### src/include/ntm_config.svh
//////////////////////////////////////////////////////////////////////
// NTM matrix multiplier configuration
// Element, index and output credit sizing for the modular multiplier
//////////////////////////////////////////////////////////////////////

`ifndef NTM_CONFIG_SVH
`define NTM_CONFIG_SVH

// Element and modulus width in bits
`define NTM_DATA_WIDTH 16

// Matrix size and index width in bits
`define NTM_INDEX_WIDTH 6

// Output credits granted to the consumer after reset
`define NTM_OUT_CREDITS 4

`endif
### src/rtl/ntm_ctrl_pkg.sv
//////////////////////////////////////////////////////////////////////
// NTM control types
// FSM state encodings and the output credit counter
//////////////////////////////////////////////////////////////////////

`default_nettype none

`include "ntm_config.svh"

package ntm_ctrl_pkg;

  // Sequencer FSM
  typedef enum logic [1:0] {SEQ_IDLE, SEQ_RUN, SEQ_DRAIN} seq_state_t;

  // Multiplier FSM
  typedef enum logic [1:0] {MUL_FREE, MUL_BUSY, MUL_HOLD} mul_state_t;

  // Counts 0 up to NTM_OUT_CREDITS inclusive
  typedef logic [$clog2(`NTM_OUT_CREDITS+1)-1:0] credit_t;
endpackage

`default_nettype wire

### src/rtl/ntm_data_pkg.sv
//////////////////////////////////////////////////////////////////////
// NTM data types
// Element and matrix index vectors shared by the datapath
//////////////////////////////////////////////////////////////////////

`default_nettype none

`include "ntm_config.svh"

package ntm_data_pkg;

  // One element, product or modulus
  typedef logic [`NTM_DATA_WIDTH-1:0] data_t;

  // Matrix size or row/column index
  typedef logic [`NTM_INDEX_WIDTH-1:0] index_t;

endpackage

`default_nettype wire

### src/rtl/ntm_mul_if.sv
//////////////////////////////////////////////////////////////////////
// NTM multiplier link
// Operand pair, result and modulus between latch, multiplier and
// sequencer
//////////////////////////////////////////////////////////////////////

`default_nettype none

interface ntm_mul_if;
  import ntm_data_pkg::*;

  // Operand pair from the latch
  logic  pair_valid;
  data_t a;
  data_t b;
  logic  pair_take;

  // Result towards the sequencer
  logic  result_valid;
  data_t product;
  logic  result_take;

  // Held for the whole matrix
  data_t modulus;

  modport latch (output pair_valid, a, b, input pair_take);
  modport mult (input pair_valid, a, b, modulus, result_take,
                output pair_take, result_valid, product);
  modport seq (input pair_take, result_valid, product, output result_take, modulus);
endinterface

`default_nettype wire

### src/rtl/ntm_matrix_multiplier.sv
//////////////////////////////////////////////////////////////////////
// NTM element-wise modular matrix multiplier
// out(i,j) = a(i,j) * b(i,j) mod modulus over a streamed I by J matrix
//////////////////////////////////////////////////////////////////////

`default_nettype none

module ntm_matrix_multiplier (
  input  logic                 CLK,
  input  logic                 RST,
  // Matrix control
  input  logic                 start,
  input  ntm_data_pkg::index_t size_i,
  input  ntm_data_pkg::index_t size_j,
  input  ntm_data_pkg::data_t  modulus,
  output logic                 idle,
  // Operand stream
  output logic                 operand_credit,
  input  logic                 a_valid,
  input  ntm_data_pkg::data_t  a_data,
  input  logic                 b_valid,
  input  ntm_data_pkg::data_t  b_data,
  // Result stream
  output logic                 out_valid,
  output ntm_data_pkg::data_t  out_data,
  output logic                 out_row_end,
  output logic                 out_last,
  input  logic                 out_credit
);

  ntm_mul_if mul_if ();

  // Operand pairing
  ntm_operand_latch i_ntm_operand_latch (
    .CLK    (CLK),
    .RST    (RST),
    .a_valid(a_valid),
    .b_valid(b_valid),
    .a_data (a_data),
    .b_data (b_data),
    .mul    (mul_if.latch)
  );

  // Product mod modulus
  ntm_modular_multiplier i_ntm_modular_multiplier (
    .CLK(CLK),
    .RST(RST),
    .mul(mul_if.mult)
  );

  // Matrix walk and credits
  ntm_matrix_sequencer i_ntm_matrix_sequencer (
    .CLK           (CLK),
    .RST           (RST),
    .start         (start),
    .size_i        (size_i),
    .size_j        (size_j),
    .modulus_in    (modulus),
    .out_credit    (out_credit),
    .idle          (idle),
    .operand_credit(operand_credit),
    .out_valid     (out_valid),
    .out_row_end   (out_row_end),
    .out_last      (out_last),
    .out_data      (out_data),
    .mul           (mul_if.seq)
  );
endmodule

`default_nettype wire

### src/rtl/ntm_matrix_sequencer.sv
//////////////////////////////////////////////////////////////////////
// NTM matrix sequencer
// Walks the I by J matrix, grants operand credits and emits results
// against the consumer's output credits
//////////////////////////////////////////////////////////////////////

`default_nettype none

`include "ntm_config.svh"

module ntm_matrix_sequencer (
  input  logic                 CLK,
  input  logic                 RST,
  input  logic                 start,
  input  ntm_data_pkg::index_t size_i,
  input  ntm_data_pkg::index_t size_j,
  input  ntm_data_pkg::data_t  modulus_in,
  input  logic                 out_credit,
  output logic                 idle,
  output logic                 operand_credit,
  output logic                 out_valid,
  output logic                 out_row_end,
  output logic                 out_last,
  output ntm_data_pkg::data_t  out_data,
  ntm_mul_if.seq               mul
);
  import ntm_data_pkg::*;
  import ntm_ctrl_pkg::*;

  seq_state_t state;
  credit_t    credits;

  // Matrix bounds, sampled at start
  index_t last_i;
  index_t last_j;
  data_t  modulus_q;

  // Input side, element of the latest credit
  index_t in_i;
  index_t in_j;
  logic   in_last;
  // Output side, element being emitted
  index_t out_i;
  index_t out_j;

  assign in_last = (in_i == last_i) && (in_j == last_j);

  assign idle            = (state == SEQ_IDLE);
  assign out_row_end     = out_valid && (out_j == last_j);
  assign out_last        = out_row_end && (out_i == last_i);
  assign out_data        = mul.product;
  assign mul.result_take = out_valid;
  assign mul.modulus     = modulus_q;

  always_ff @(posedge CLK) begin
    if (start && idle) begin
      last_i    <= size_i - 1'b1;
      last_j    <= size_j - 1'b1;
      modulus_q <= modulus_in;
    end
  end

  ////////////////////////////////////////////////////////////////////
  // FSM, indices and credits
  ////////////////////////////////////////////////////////////////////
  always_ff @(posedge CLK or posedge RST) begin
    if (RST) begin
      state          <= SEQ_IDLE;
      credits        <= credit_t'(`NTM_OUT_CREDITS);
      operand_credit <= 1'b0;
      out_valid      <= 1'b0;
      in_i           <= '0;
      in_j           <= '0;
      out_i          <= '0;
      out_j          <= '0;
    end else begin
      operand_credit <= 1'b0;
      // Emit one cycle after the result shows, never without a credit
      out_valid <= mul.result_valid && !out_valid && (credits != '0) && !idle;
      credits   <= credits - credit_t'(out_valid) + credit_t'(out_credit);
      case (state)
        SEQ_IDLE: begin
          if (start) begin
            state          <= SEQ_RUN;
            operand_credit <= 1'b1;
            in_i           <= '0;
            in_j           <= '0;
            out_i          <= '0;
            out_j          <= '0;
          end
        end
        SEQ_RUN: begin
          // All I*J credits out
          if (in_last) begin
            state <= SEQ_DRAIN;
          end else if (mul.pair_take) begin
            operand_credit <= 1'b1;
            in_j           <= (in_j == last_j) ? '0 : in_j + 1'b1;
            in_i           <= (in_j == last_j) ? in_i + 1'b1 : in_i;
          end
        end
        SEQ_DRAIN: ;
        default: state <= SEQ_IDLE;
      endcase
      // Output walk in row-major order
      if (out_valid) begin
        out_j <= out_row_end ? '0 : out_j + 1'b1;
        out_i <= out_row_end ? out_i + 1'b1 : out_i;
        if (out_last) begin
          state <= SEQ_IDLE;
        end
      end
    end
  end
endmodule

`default_nettype wire

### src/rtl/ntm_modular_multiplier.sv
//////////////////////////////////////////////////////////////////////
// NTM modular multiplier
// Bit-serial interleaved shift-add a*b mod m, MSB of b first
// Result held until the sequencer takes it
//////////////////////////////////////////////////////////////////////

`default_nettype none

`include "ntm_config.svh"

module ntm_modular_multiplier (
  input  logic    CLK,
  input  logic    RST,
  ntm_mul_if.mult mul
);
  import ntm_data_pkg::*;
  import ntm_ctrl_pkg::*;

  localparam int BIT_CNT_W = $clog2(`NTM_DATA_WIDTH);

  mul_state_t           state;
  logic [BIT_CNT_W-1:0] bit_cnt;

  // Operands, b shifts left one bit per step
  data_t a_q;
  data_t b_q;
  // Partial result, doubles as the hold register
  data_t acc;

  // Two guard bits, 2*acc + a stays below 3*m
  logic [`NTM_DATA_WIDTH+1:0] m_ext;
  logic [`NTM_DATA_WIDTH+1:0] step_sum;
  logic [`NTM_DATA_WIDTH+1:0] step_red1;
  logic [`NTM_DATA_WIDTH+1:0] step_red2;

  assign m_ext = {2'b00, mul.modulus};

  // One interleaved step
  always_comb begin
    step_sum  = {1'b0, acc, 1'b0} + (b_q[`NTM_DATA_WIDTH-1] ? {2'b00, a_q} : '0);
    step_red1 = (step_sum >= m_ext) ? step_sum - m_ext : step_sum;
    step_red2 = (step_red1 >= m_ext) ? step_red1 - m_ext : step_red1;
  end

  assign mul.pair_take    = (state == MUL_FREE) && mul.pair_valid;
  assign mul.result_valid = (state == MUL_HOLD);
  assign mul.product      = acc;

  ////////////////////////////////////////////////////////////////////
  // Control FSM
  ////////////////////////////////////////////////////////////////////
  always_ff @(posedge CLK or posedge RST) begin
    if (RST) begin
      state   <= MUL_FREE;
      bit_cnt <= '0;
    end else begin
      case (state)
        MUL_FREE: begin
          if (mul.pair_take) begin
            state   <= MUL_BUSY;
            bit_cnt <= BIT_CNT_W'(`NTM_DATA_WIDTH - 1);
          end
        end
        MUL_BUSY: begin
          bit_cnt <= bit_cnt - 1'b1;
          // Last bit done
          if (bit_cnt == '0) begin
            state <= MUL_HOLD;
          end
        end
        MUL_HOLD: begin
          if (mul.result_take) begin
            state <= MUL_FREE;
          end
        end
        default: state <= MUL_FREE;
      endcase
    end
  end

  // Datapath
  always_ff @(posedge CLK) begin
    if (mul.pair_take) begin
      a_q <= mul.a;
      b_q <= mul.b;
      acc <= '0;
    end else if (state == MUL_BUSY) begin
      acc <= step_red2[`NTM_DATA_WIDTH-1:0];
      b_q <= b_q << 1;
    end
  end
endmodule

`default_nettype wire

### src/rtl/ntm_operand_latch.sv
//////////////////////////////////////////////////////////////////////
// NTM operand latch
// Gathers one A and one B in any order and offers them as a pair
//////////////////////////////////////////////////////////////////////

`default_nettype none

module ntm_operand_latch (
  input  logic                CLK,
  input  logic                RST,
  input  logic                a_valid,
  input  logic                b_valid,
  input  ntm_data_pkg::data_t a_data,
  input  ntm_data_pkg::data_t b_data,
  ntm_mul_if.latch            mul
);
  import ntm_data_pkg::*;

  // Operand storage
  data_t a_q;
  data_t b_q;

  // One flag per operand
  logic a_full;
  logic b_full;

  // Flags cleared when the multiplier takes the pair
  // a new operand in the same cycle still wins
  always_ff @(posedge CLK or posedge RST) begin
    if (RST) begin
      a_full <= 1'b0;
      b_full <= 1'b0;
    end else begin
      a_full <= a_valid | (a_full & ~mul.pair_take);
      b_full <= b_valid | (b_full & ~mul.pair_take);
    end
  end

  // Payload capture
  always_ff @(posedge CLK) begin
    if (a_valid) begin
      a_q <= a_data;
    end
    if (b_valid) begin
      b_q <= b_data;
    end
  end

  // Pair offered once both halves are in
  assign mul.pair_valid = a_full & b_full;
  assign mul.a          = a_q;
  assign mul.b          = b_q;
endmodule

`default_nettype wire

### config.mk
export PLATFORM = sky130hd
export DESIGN_NAME = ntm_matrix_multiplier
export DESIGN_NICKNAME = d
export VERILOG_FILES = /design/src/rtl/ntm_ctrl_pkg.sv /design/src/rtl/ntm_data_pkg.sv /design/src/rtl/ntm_mul_if.sv /design/src/rtl/ntm_matrix_multiplier.sv /design/src/rtl/ntm_matrix_sequencer.sv /design/src/rtl/ntm_modular_multiplier.sv /design/src/rtl/ntm_operand_latch.sv
export VERILOG_INCLUDE_DIRS = /design/src /design/src/include
export SDC_FILE = /design/constraint.sdc
export NUM_CORES = 1
export LEC_CHECK = 0
export BUFFER_PORTS_ARGS = -buffer_cell sky130_fd_sc_hd__buf_2
export CORE_ASPECT_RATIO = 1.5
export CORE_MARGIN = 1
export CORE_UTILIZATION = 35
export CTS_CLUSTER_SIZE = 16
export DETAILED_ROUTE_END_ITERATION = 8
export HOLD_SLACK_MARGIN = 0.1
export PLACE_DENSITY_LB_ADDON = 0.3
export SKIP_LAST_GASP = 1
export SLEW_MARGIN = 20
export SYNTH_ARGS = -nofsm -noshare
export SYNTH_HDL_FRONTEND = slang
export SYNTH_HIERARCHICAL = 1
export SYNTH_SLANG_ARGS = --single-unit
### constraint.sdc
create_clock -name CLK -period 6.4 [get_ports CLK]
set_input_delay 0.96 -clock CLK [delete_from_list [all_inputs] [get_ports CLK]]
set_output_delay 0.96 -clock CLK [all_outputs]
set_load 0.02 [all_outputs]
==> results.env, run 1 <==
YOSYS_WARNINGS=6
DIE_HEIGHT_UM=197
WORST-PATH-MAX-FANOUT=5
CRITICAL_PATH.TOP_DELAY_FAMILY='compound AO/OA/AOI/OAI gates'
ANTENNA_LEFT=0
FIRST_GLOBAL_VIAS=6947
TIMING_WORST_SETUP_PATH_TYPE='flop to flop'
FINAL_NETS=1170
SYNTHTOLAYOUTAREAGROWTH_PCT=27.7
LARGEST_NET_DEGREE_AT_THE_START_OF_GLOBAL_ROUTING=37
POSTLAYOUTCELLAREA_MM2=0.0113
SYNTH_AREA_MM2=0.00885
FILLER_CELL_COUNT=2331
TRANSITION_TIME_AT_THE_PIN_WITH_THE_LEAST_SLEW_MARGIN_NS=1.02
STARTPOINT_TYPES='flop'
NUM_ANTENNA_CELLS=0
CORE_REGION_AREA_MM2=0.0246
ROUTED_WL_MM=21.8
DP.FINAL_HPWL_MM=16.4
HOLD_PATH_CLASS='input pin to async pin'
FINALSETUPVIOLATIONS=16
ROUTED-VIA-COUNT=6937
CLK_PATH_BUF_DEPTH=2
FIN_WORST_SKEW_NS=0.00891
DIE-AREA_MM2=0.0259
DETAIL_ROUTE.VIAS_PER_CELL=5.02
HTREE_NUM_LEVELS=4
WORST_SLACK_NS=-0.328
SYNTHDOMINANTCELLAREASHARE_PCT=31.2
MIN_PERIOD_NS=6.73
AVG_CELL_AREA_SYN_UM2=10.3
CRITICAL_PATH.MAX_STAGE_DELAY_NS=0.43
NUMBER_OF_ANTENNA_VIOLATIONS_AT_THE_FIRST_CHECK_IN_GLOBAL_ROUTING=0
SYNTH-SEQ-CELLS=147
ACHIEVABLE_FREQUENCY_MHz=149
WORST_SLEW_MARGIN_REL_PCT=31.9
CTS.REPORTEDPATHS.CLKPINSLEW_NS=0.06
PLACEMENT.CELL_AREA_MM2=0.0102
BOUNDARYPINS=87
RATIO_OF_FINAL_MINIMUM_PERIOD_TO_CLOCK_PERIOD_PCT=105
SYNTH_ENABLE_FLOP_CELLS=92
SYNTH_LARGEST_AREA_CELL='sky130_fd_sc_hd__edfxtp_1'
CTS_TREE='done'
POST_DRT_WL_PER_CELL_UM=15.8
DRT_ITER0_DRCS=403
NUMPORTBUFFERS=86
OUTCOME='complete, but fails checks'
FINAL_UTIL_PCT=45.9
WIRELENGTH_MET1_MM=8.16
SYNTH_CELLS=863
SYNTH.DISTINCT_CELLS=74
SYNTH_ASYNC_SR_FLOP_SHARE_PCT=26.5
WL_MET3_UM=550
TRACK_USAGE_PCT=17.1
WORST_EP_REQUIRED_TIME_NS=6.67
CLKSINKCOUNT=147
PLACEMENTROWS=70
POST_ROUTE_CELLS_DRIVE_ABOVE_1_SHARE_PCT=29.5
CRITPATHBUFINV=5
SYNTH.NET_COUNT=989
WORST_SETUP_PATH_END_KIND='flop'
TIMING.FINAL.MAX_SLEW_VIOLATIONS=0
CRITICAL_PATH_ARRIVAL_NS=7.00
DRC=0
MAX_CAP_VIOL_COUNT=0
CTS-BUFFERS-INSERTED=17
DETAILEDROUTE.FIRSTPASSITERATIONCOUNT=5
DOMINANT_CELLS_BY_AREA_AFTER_SYNTHESIS='sky130_fd_sc_hd__edfxtp_1 (31%), sky130_fd_sc_hd__dfrtp_1 (11%), sky130_fd_sc_hd__ha_1 (7.9%), sky130_fd_sc_hd__nand2_1 (4.3%), sky130_fd_sc_hd__xnor2_1 (4.3%)'
HOLD_VIOL_FINAL=0
GRT_OVERFLOW_TOTAL=0
RSZ0062_AT_GRT='yes'
ROUTE.MET2.WL_MM=12.0
INITIAL_UTILIZATION_PCT=36.0
SYNTH-MAIN-FF-CELL='sky130_fd_sc_hd__edfxtp_1'
CLOCKROOTBUFFER='sky130_fd_sc_hd__clkbuf_16'
DIE_W_UM=132
CLOCK_LATENCY_NS=0.43
ROUTABILITYCONGESTION=0.876
SEQ_AREA_FRAC_SYNTH_PCT=45.9
TOP_LAYER='met4'
CTS_HOLD_BUFFERS=0
FAILED_CHECKS='setup timing'
GRT_PASS1_WL_MM=34.0
SLOWEST_STAGE='sky130_fd_sc_hd__edfxtp_1'
==> stage by stage <==
step                      worst slack [ns]  std cells  hold slack [ns]  TNS (ns)
after global routing                -0.633       1381            0.382     -9.23
after detailed placement            -0.421       1329            0.406     -4.98
after CTS                           -0.250       1370            0.374     -2.84
after global placement              -0.295       1329            0.402     -3.06
final                               -0.328       1381            0.400     -4.07
after floorplan                     -0.171        863            0.400    -0.940
==> metal layers <==
layer / global-route usage, % / vias up
met2: 32.6 / 140
met4: 9.73 / 0
li1: - / 3447
met5: 0 / -
met3: 3.34 / 53
met1: 17.2 / 3297
==> cells by family after synthesis <==
logic type / after synthesis / synth area share [%]
adder cells (fa/ha/maj): 60 / 8.82
AND/OR/NAND/NOR: 277 / 15.3
XOR/XNOR: 71 / 7.03
buffers and inverters: 98 / 5.05
AO/OA/AOI/OAI: 173 / 13.4
multiplexers: 37 / 4.50
flip-flops: 147 / 45.9
==> final cells by class <==
type                    instances  area [µm²]  area share [%]
clock inverters                14         149            1.32
well taps                     324         405            3.59
inverters                      62         233            2.06
flip-flops and latches        147        4060            35.9
clock buffers                  18         429            3.80
multi-input cells             618        4650            41.1
repair buffers                198        1380            12.2
==> final timing paths <==
check | from | end | slack (ns) | cells past startpoint
min reg2reg | i_ntm_operand_latch/mul.a[12] | i_ntm_modular_multiplier/a_q[12] | 0.42 | 0
min in group CLK | i_ntm_operand_latch/mul.a[12] | i_ntm_modular_multiplier/a_q[12] | 0.42 | 0
max in group asynchronous | RST | i_ntm_matrix_sequencer/credits[2] | 5.45 | 3
max | i_ntm_modular_multiplier/b_q[15] | i_ntm_modular_multiplier/mul.product[13] | -0.33 | 32
max reg2reg | i_ntm_modular_multiplier/b_q[15] | i_ntm_modular_multiplier/mul.product[13] | -0.33 | 32
min | RST | i_ntm_operand_latch/a_full | 0.40 | 2
==> state kept, by name, indices dropped and copies added (netlist names), 3 cells and up <==
register,flops
i_ntm_matrix_sequencer/in_i,6
i_ntm_operand_latch/mul.a,16
i_ntm_modular_multiplier/bit_cnt,4
i_ntm_matrix_sequencer/mul.modulus,16
i_ntm_matrix_sequencer/in_j,6
i_ntm_modular_multiplier/b_q,16
i_ntm_modular_multiplier/a_q,16
i_ntm_matrix_sequencer/last_i,6
i_ntm_operand_latch/mul.b,16
i_ntm_modular_multiplier/mul.product,16
i_ntm_matrix_sequencer/last_j,6
i_ntm_matrix_sequencer/out_i,6
i_ntm_matrix_sequencer/out_j,6
i_ntm_matrix_sequencer/credits,3
==> cell usage in the layout (no fill, tap or decap), types with 15 or more instances in the layout <==
cell | synthesis | final
sky130_fd_sc_hd__nand3_1 | 31 | 30
sky130_fd_sc_hd__ha_1 | 56 | 46
sky130_fd_sc_hd__nand2_1 | 101 | 98
sky130_fd_sc_hd__o21ai_0 | 37 | 29
sky130_fd_sc_hd__clkbuf_16 | 0 | 19
sky130_fd_sc_hd__and2_1 | 17 | 15
sky130_fd_sc_hd__a21oi_1 | 44 | 39
sky130_fd_sc_hd__buf_2 | 3 | 86
sky130_fd_sc_hd__nor2_1 | 54 | 53
sky130_fd_sc_hd__dfxtp_1 | 16 | 16
sky130_fd_sc_hd__inv_1 | 62 | 61
sky130_fd_sc_hd__buf_4 | 18 | 100
sky130_fd_sc_hd__dfrtp_1 | 38 | 38
sky130_fd_sc_hd__edfxtp_1 | 92 | 92
sky130_fd_sc_hd__xor2_1 | 28 | 28
sky130_fd_sc_hd__mux2i_1 | 18 | 16
sky130_fd_sc_hd__xnor2_1 | 43 | 43
==> timing repair <==
action / in CTS / in global routing
gates resized for setup: 26 / 34
cloned: 2 / 1
setup endpoints to repair: 16 / 16
buffers inserted: 7 / 12
pin swaps: 17 / 13
==> worst register-to-register path, delay by kind of cell, from the launching register on <==
| family | cells | cell delay, ns |
|---|---|---|
| simple gates | 6 | 0.87 |
| flops | 1 | 0.43 |
| compound gates | 13 | 2.49 |
| fa+ha+maj | 5 | 1.23 |
| xor+xnor | 1 | 0.32 |
| buf+inv | 5 | 0.57 |
| mux | 2 | 0.66 |
==> cell usage after synthesis (14+ instances only) <==
| cell | n |
|---|---|
| sky130_fd_sc_hd__nor3_1 | 14 |
| sky130_fd_sc_hd__dfrtp_1 | 38 |
| sky130_fd_sc_hd__inv_1 | 62 |
| sky130_fd_sc_hd__xnor2_1 | 43 |
| sky130_fd_sc_hd__nor2_1 | 54 |
| sky130_fd_sc_hd__o21ai_0 | 37 |
| sky130_fd_sc_hd__edfxtp_1 | 92 |
| sky130_fd_sc_hd__nand2_1 | 101 |
| sky130_fd_sc_hd__and2_1 | 17 |
| sky130_fd_sc_hd__mux2i_1 | 18 |
| sky130_fd_sc_hd__nand3_1 | 31 |
| sky130_fd_sc_hd__mux2_2 | 18 |
| sky130_fd_sc_hd__buf_4 | 18 |
| sky130_fd_sc_hd__xor2_1 | 28 |
| sky130_fd_sc_hd__ha_1 | 56 |
| sky130_fd_sc_hd__dfxtp_1 | 16 |
| sky130_fd_sc_hd__a21oi_1 | 44 |
Power of run 1 is left out: the tool's default activity adds up to more than one toggle a clock period on the data nets, which glitch-free logic cannot reach.
==> inputs of run 2 (changes only) <==
- REMOVE_ABC_BUFFERS: not set -> 1
- SKIP_CTS_REPAIR_TIMING: not set -> 1
==> run 2 against run 1 <==
Against the previous run: the flow still finishes with violations (setup timing); routed wire length decreased by 1.4%; clock skew about the same; cell area shrank 0.47%; final cell count rose by 0.87%; global-route usage down 0.24 points; register-to-register slack improved by 0.02 ns; core utilization shrank 0.21 points; critical path type unchanged.
==> results.env, run 2 (same netlist as run 1, synthesis figures left out) <==
HOLD_PATH_CLASS='input pin to async pin'
RATIO_OF_FINAL_MINIMUM_PERIOD_TO_CLOCK_PERIOD_PCT=105  # -0.29 points
CLK_PATH_BUF_DEPTH=2  # unchanged
TIMING_WORST_SETUP_PATH_TYPE='flop to flop'
SLOWEST_STAGE='sky130_fd_sc_hd__edfxtp_1'
CTS.REPORTEDPATHS.CLKPINSLEW_NS=0.07  # about the same
CLOCK_LATENCY_NS=0.43  # about the same
ROUTED_WL_MM=21.5  # -1.4%
WORSTREGTOREGCELLS=33  # +3.1%
CTS-BUFFERS-INSERTED=17  # unchanged
BOUNDARYPINS=87  # unchanged
WORST_SLACK_NS=-0.309  # +0.0186 ns
ROUTED-VIA-COUNT=6929  # -0.12%
DETAILEDROUTE.FIRSTPASSITERATIONCOUNT=4  # -1
DETAIL_ROUTE.VIAS_PER_CELL=4.97  # -0.98%
WORST-PATH-MAX-FANOUT=8  # +3
TIMING.FINAL.MAX_SLEW_VIOLATIONS=0  # unchanged
CORE_REGION_AREA_MM2=0.0246  # unchanged
ROUTABILITYCONGESTION=0.894  # +2.1%
DRC=0  # unchanged
WORSTREG2REGEND='i_ntm_modular_multiplier/mul.product[1]'
FAILED_CHECKS='setup timing'
RSZ0062_AT_GRT='yes'
CRITICAL_PATH.MAX_STAGE_DELAY_NS=0.41  # -0.02 ns
HOLD_VIOL_FINAL=0  # unchanged
WORST_SLEW_MARGIN_REL_PCT=31.3  # -0.67 points
GRT_OVERFLOW_TOTAL=0  # unchanged
WORST_EP_REQUIRED_TIME_NS=6.76  # +0.09 ns
HTREE_NUM_LEVELS=4  # unchanged
FINAL_NETS=1182  # +1.0%
NUMPORTBUFFERS=86  # unchanged
DP.FINAL_HPWL_MM=16.6  # +1.2%
CTS_TREE='done'
SYNTHTOLAYOUTAREAGROWTH_PCT=27.1
FIN_WORST_SKEW_NS=0.00925  # +0.000341 ns
NUMBER_OF_ANTENNA_VIOLATIONS_AT_THE_FIRST_CHECK_IN_GLOBAL_ROUTING=4  # +4
LAYOUT.CELLS.MOST_COMMON='sky130_fd_sc_hd__buf_4'
STARTPOINT_TYPES='flop'
POST_DRT_WL_PER_CELL_UM=15.4  # -2.2%
CLOCKROOTBUFFER='sky130_fd_sc_hd__clkbuf_16'
TRACK_USAGE_PCT=16.9  # -0.24 points
MIN_PERIOD_NS=6.71  # -0.0186 ns
FINAL_UTIL_PCT=45.7  # -0.21 points
TRANSITION_TIME_AT_THE_PIN_WITH_THE_LEAST_SLEW_MARGIN_NS=1.03  # +0.0100 ns
MOSTFREQUENTLAYOUTCELLS='sky130_fd_sc_hd__buf_4 (120), sky130_fd_sc_hd__nand2_1 (99), sky130_fd_sc_hd__edfxtp_1 (92), sky130_fd_sc_hd__buf_2 (86), sky130_fd_sc_hd__inv_1 (61)'
LARGEST_NET_DEGREE_AT_THE_START_OF_GLOBAL_ROUTING=32  # -14%
GRT_PASS1_WL_MM=33.7  # -1.0%
FINALSETUPVIOLATIONS=16  # unchanged
NUM_ANTENNA_CELLS=0  # unchanged
DIE-AREA_MM2=0.0259  # unchanged
PLACEMENTROWS=70  # unchanged
STARTPOINT='i_ntm_modular_multiplier/b_q[15]'
DRT_ITER0_DRCS=244  # -39%
CRITICAL_PATH_ARRIVAL_NS=7.07  # +0.07 ns
DIE_HEIGHT_UM=197  # unchanged
FIRST_GLOBAL_VIAS=6951  # +0.058%
CRITICAL_PATH.REG2REG.STARTPOINT='i_ntm_modular_multiplier/b_q[15]'
WORST_SETUP_PATH_END_KIND='flop'
INITIAL_UTILIZATION_PCT=36.0  # unchanged
POST_ROUTE_CELLS_DRIVE_ABOVE_1_SHARE_PCT=29.5  # -0.051 points
DIE_W_UM=132  # unchanged
OUTCOME='complete, but fails checks'
ACHIEVABLE_FREQUENCY_MHz=149  # +0.28%
MAX_CAP_VIOL_COUNT=0  # unchanged
ANTENNA_LEFT=0  # unchanged
CLKSINKCOUNT=147  # unchanged
FF2FF_SETUP_SLACK_NS=-0.31  # +0.02 ns
==> run 2: changes by cell type in the layout (fill, tap and decap cells not counted), moves of 3 or more <==
cell	delta
sky130_fd_sc_hd__buf_6	-4
sky130_fd_sc_hd__mux2_2	+3
sky130_fd_sc_hd__inv_6	-3
sky130_fd_sc_hd__clkinvlp_4	-3
sky130_fd_sc_hd__o21ai_0	+3
sky130_fd_sc_hd__mux2_4	-3
sky130_fd_sc_hd__buf_4	+20
==> run 2: metrics by stage <==
step | hold slack, ns | std cells | area (µm²) | TNS, ns | setup slack, ns
floorplan | 0.400 | 827 | 8630 | -22.01 | -1.51
global placement | 0.401 | 1350 | 10300 | -7.04 | -0.538
detailed placement | 0.405 | 1350 | 10300 | -9.91 | -0.718
CTS | 0.383 | 1382 | 10900 | -11.23 | -0.797
global route | 0.399 | 1393 | 11200 | -10.15 | -0.679
finish | 0.394 | 1393 | 11200 | -3.84 | -0.309
==> run 2: layout make-up <==
class,instances,area [µm²]
well taps,324,405
repair buffers,210,1390
multi-input cells,618,4560
clock buffers,17,425
fillers,2338,13400
clock inverters,15,179
flip-flops and latches,147,4060
inverters,62,233
==> run 2: worst max-delay path by stage <==
stage | to | slack, ns | depth (start not counted)
floorplan | i_ntm_modular_multiplier/mul.product[0] | -1.51 | 30
global placement | i_ntm_modular_multiplier/mul.product[1] | -0.54 | 34
detailed placement | i_ntm_modular_multiplier/mul.product[1] | -0.72 | 34
CTS | i_ntm_modular_multiplier/mul.product[1] | -0.80 | 34
global route | i_ntm_modular_multiplier/mul.product[1] | -0.68 | 33
finish | i_ntm_modular_multiplier/mul.product[1] | -0.31 | 33
==> run 2: routing by layer <==
layer | part of all wire [%] | GRT usage, % | vias up
li1 | - | - | 3462
met5 | 0.21 | 0 | -
met1 | 37 | 16.1 | 3288
met2 | 56 | 33.6 | 123
met3 | 3.4 | 3.73 | 48
met4 | 3.2 | 7.97 | 8
==> run 2: worst max-delay path, delay by kind of cell (launching register included) <==
family / cells / cell delay, ns
AO/OA/AOI/OAI: 16 / 2.99
adder cells (fa/ha/maj): 5 / 1.23
buffers and inverters: 3 / 0.38
flip-flops: 1 / 0.41
multiplexers: 2 / 0.63
AND/OR/NAND/NOR: 7 / 1.00
Power of run 2 is left out for the same reason.
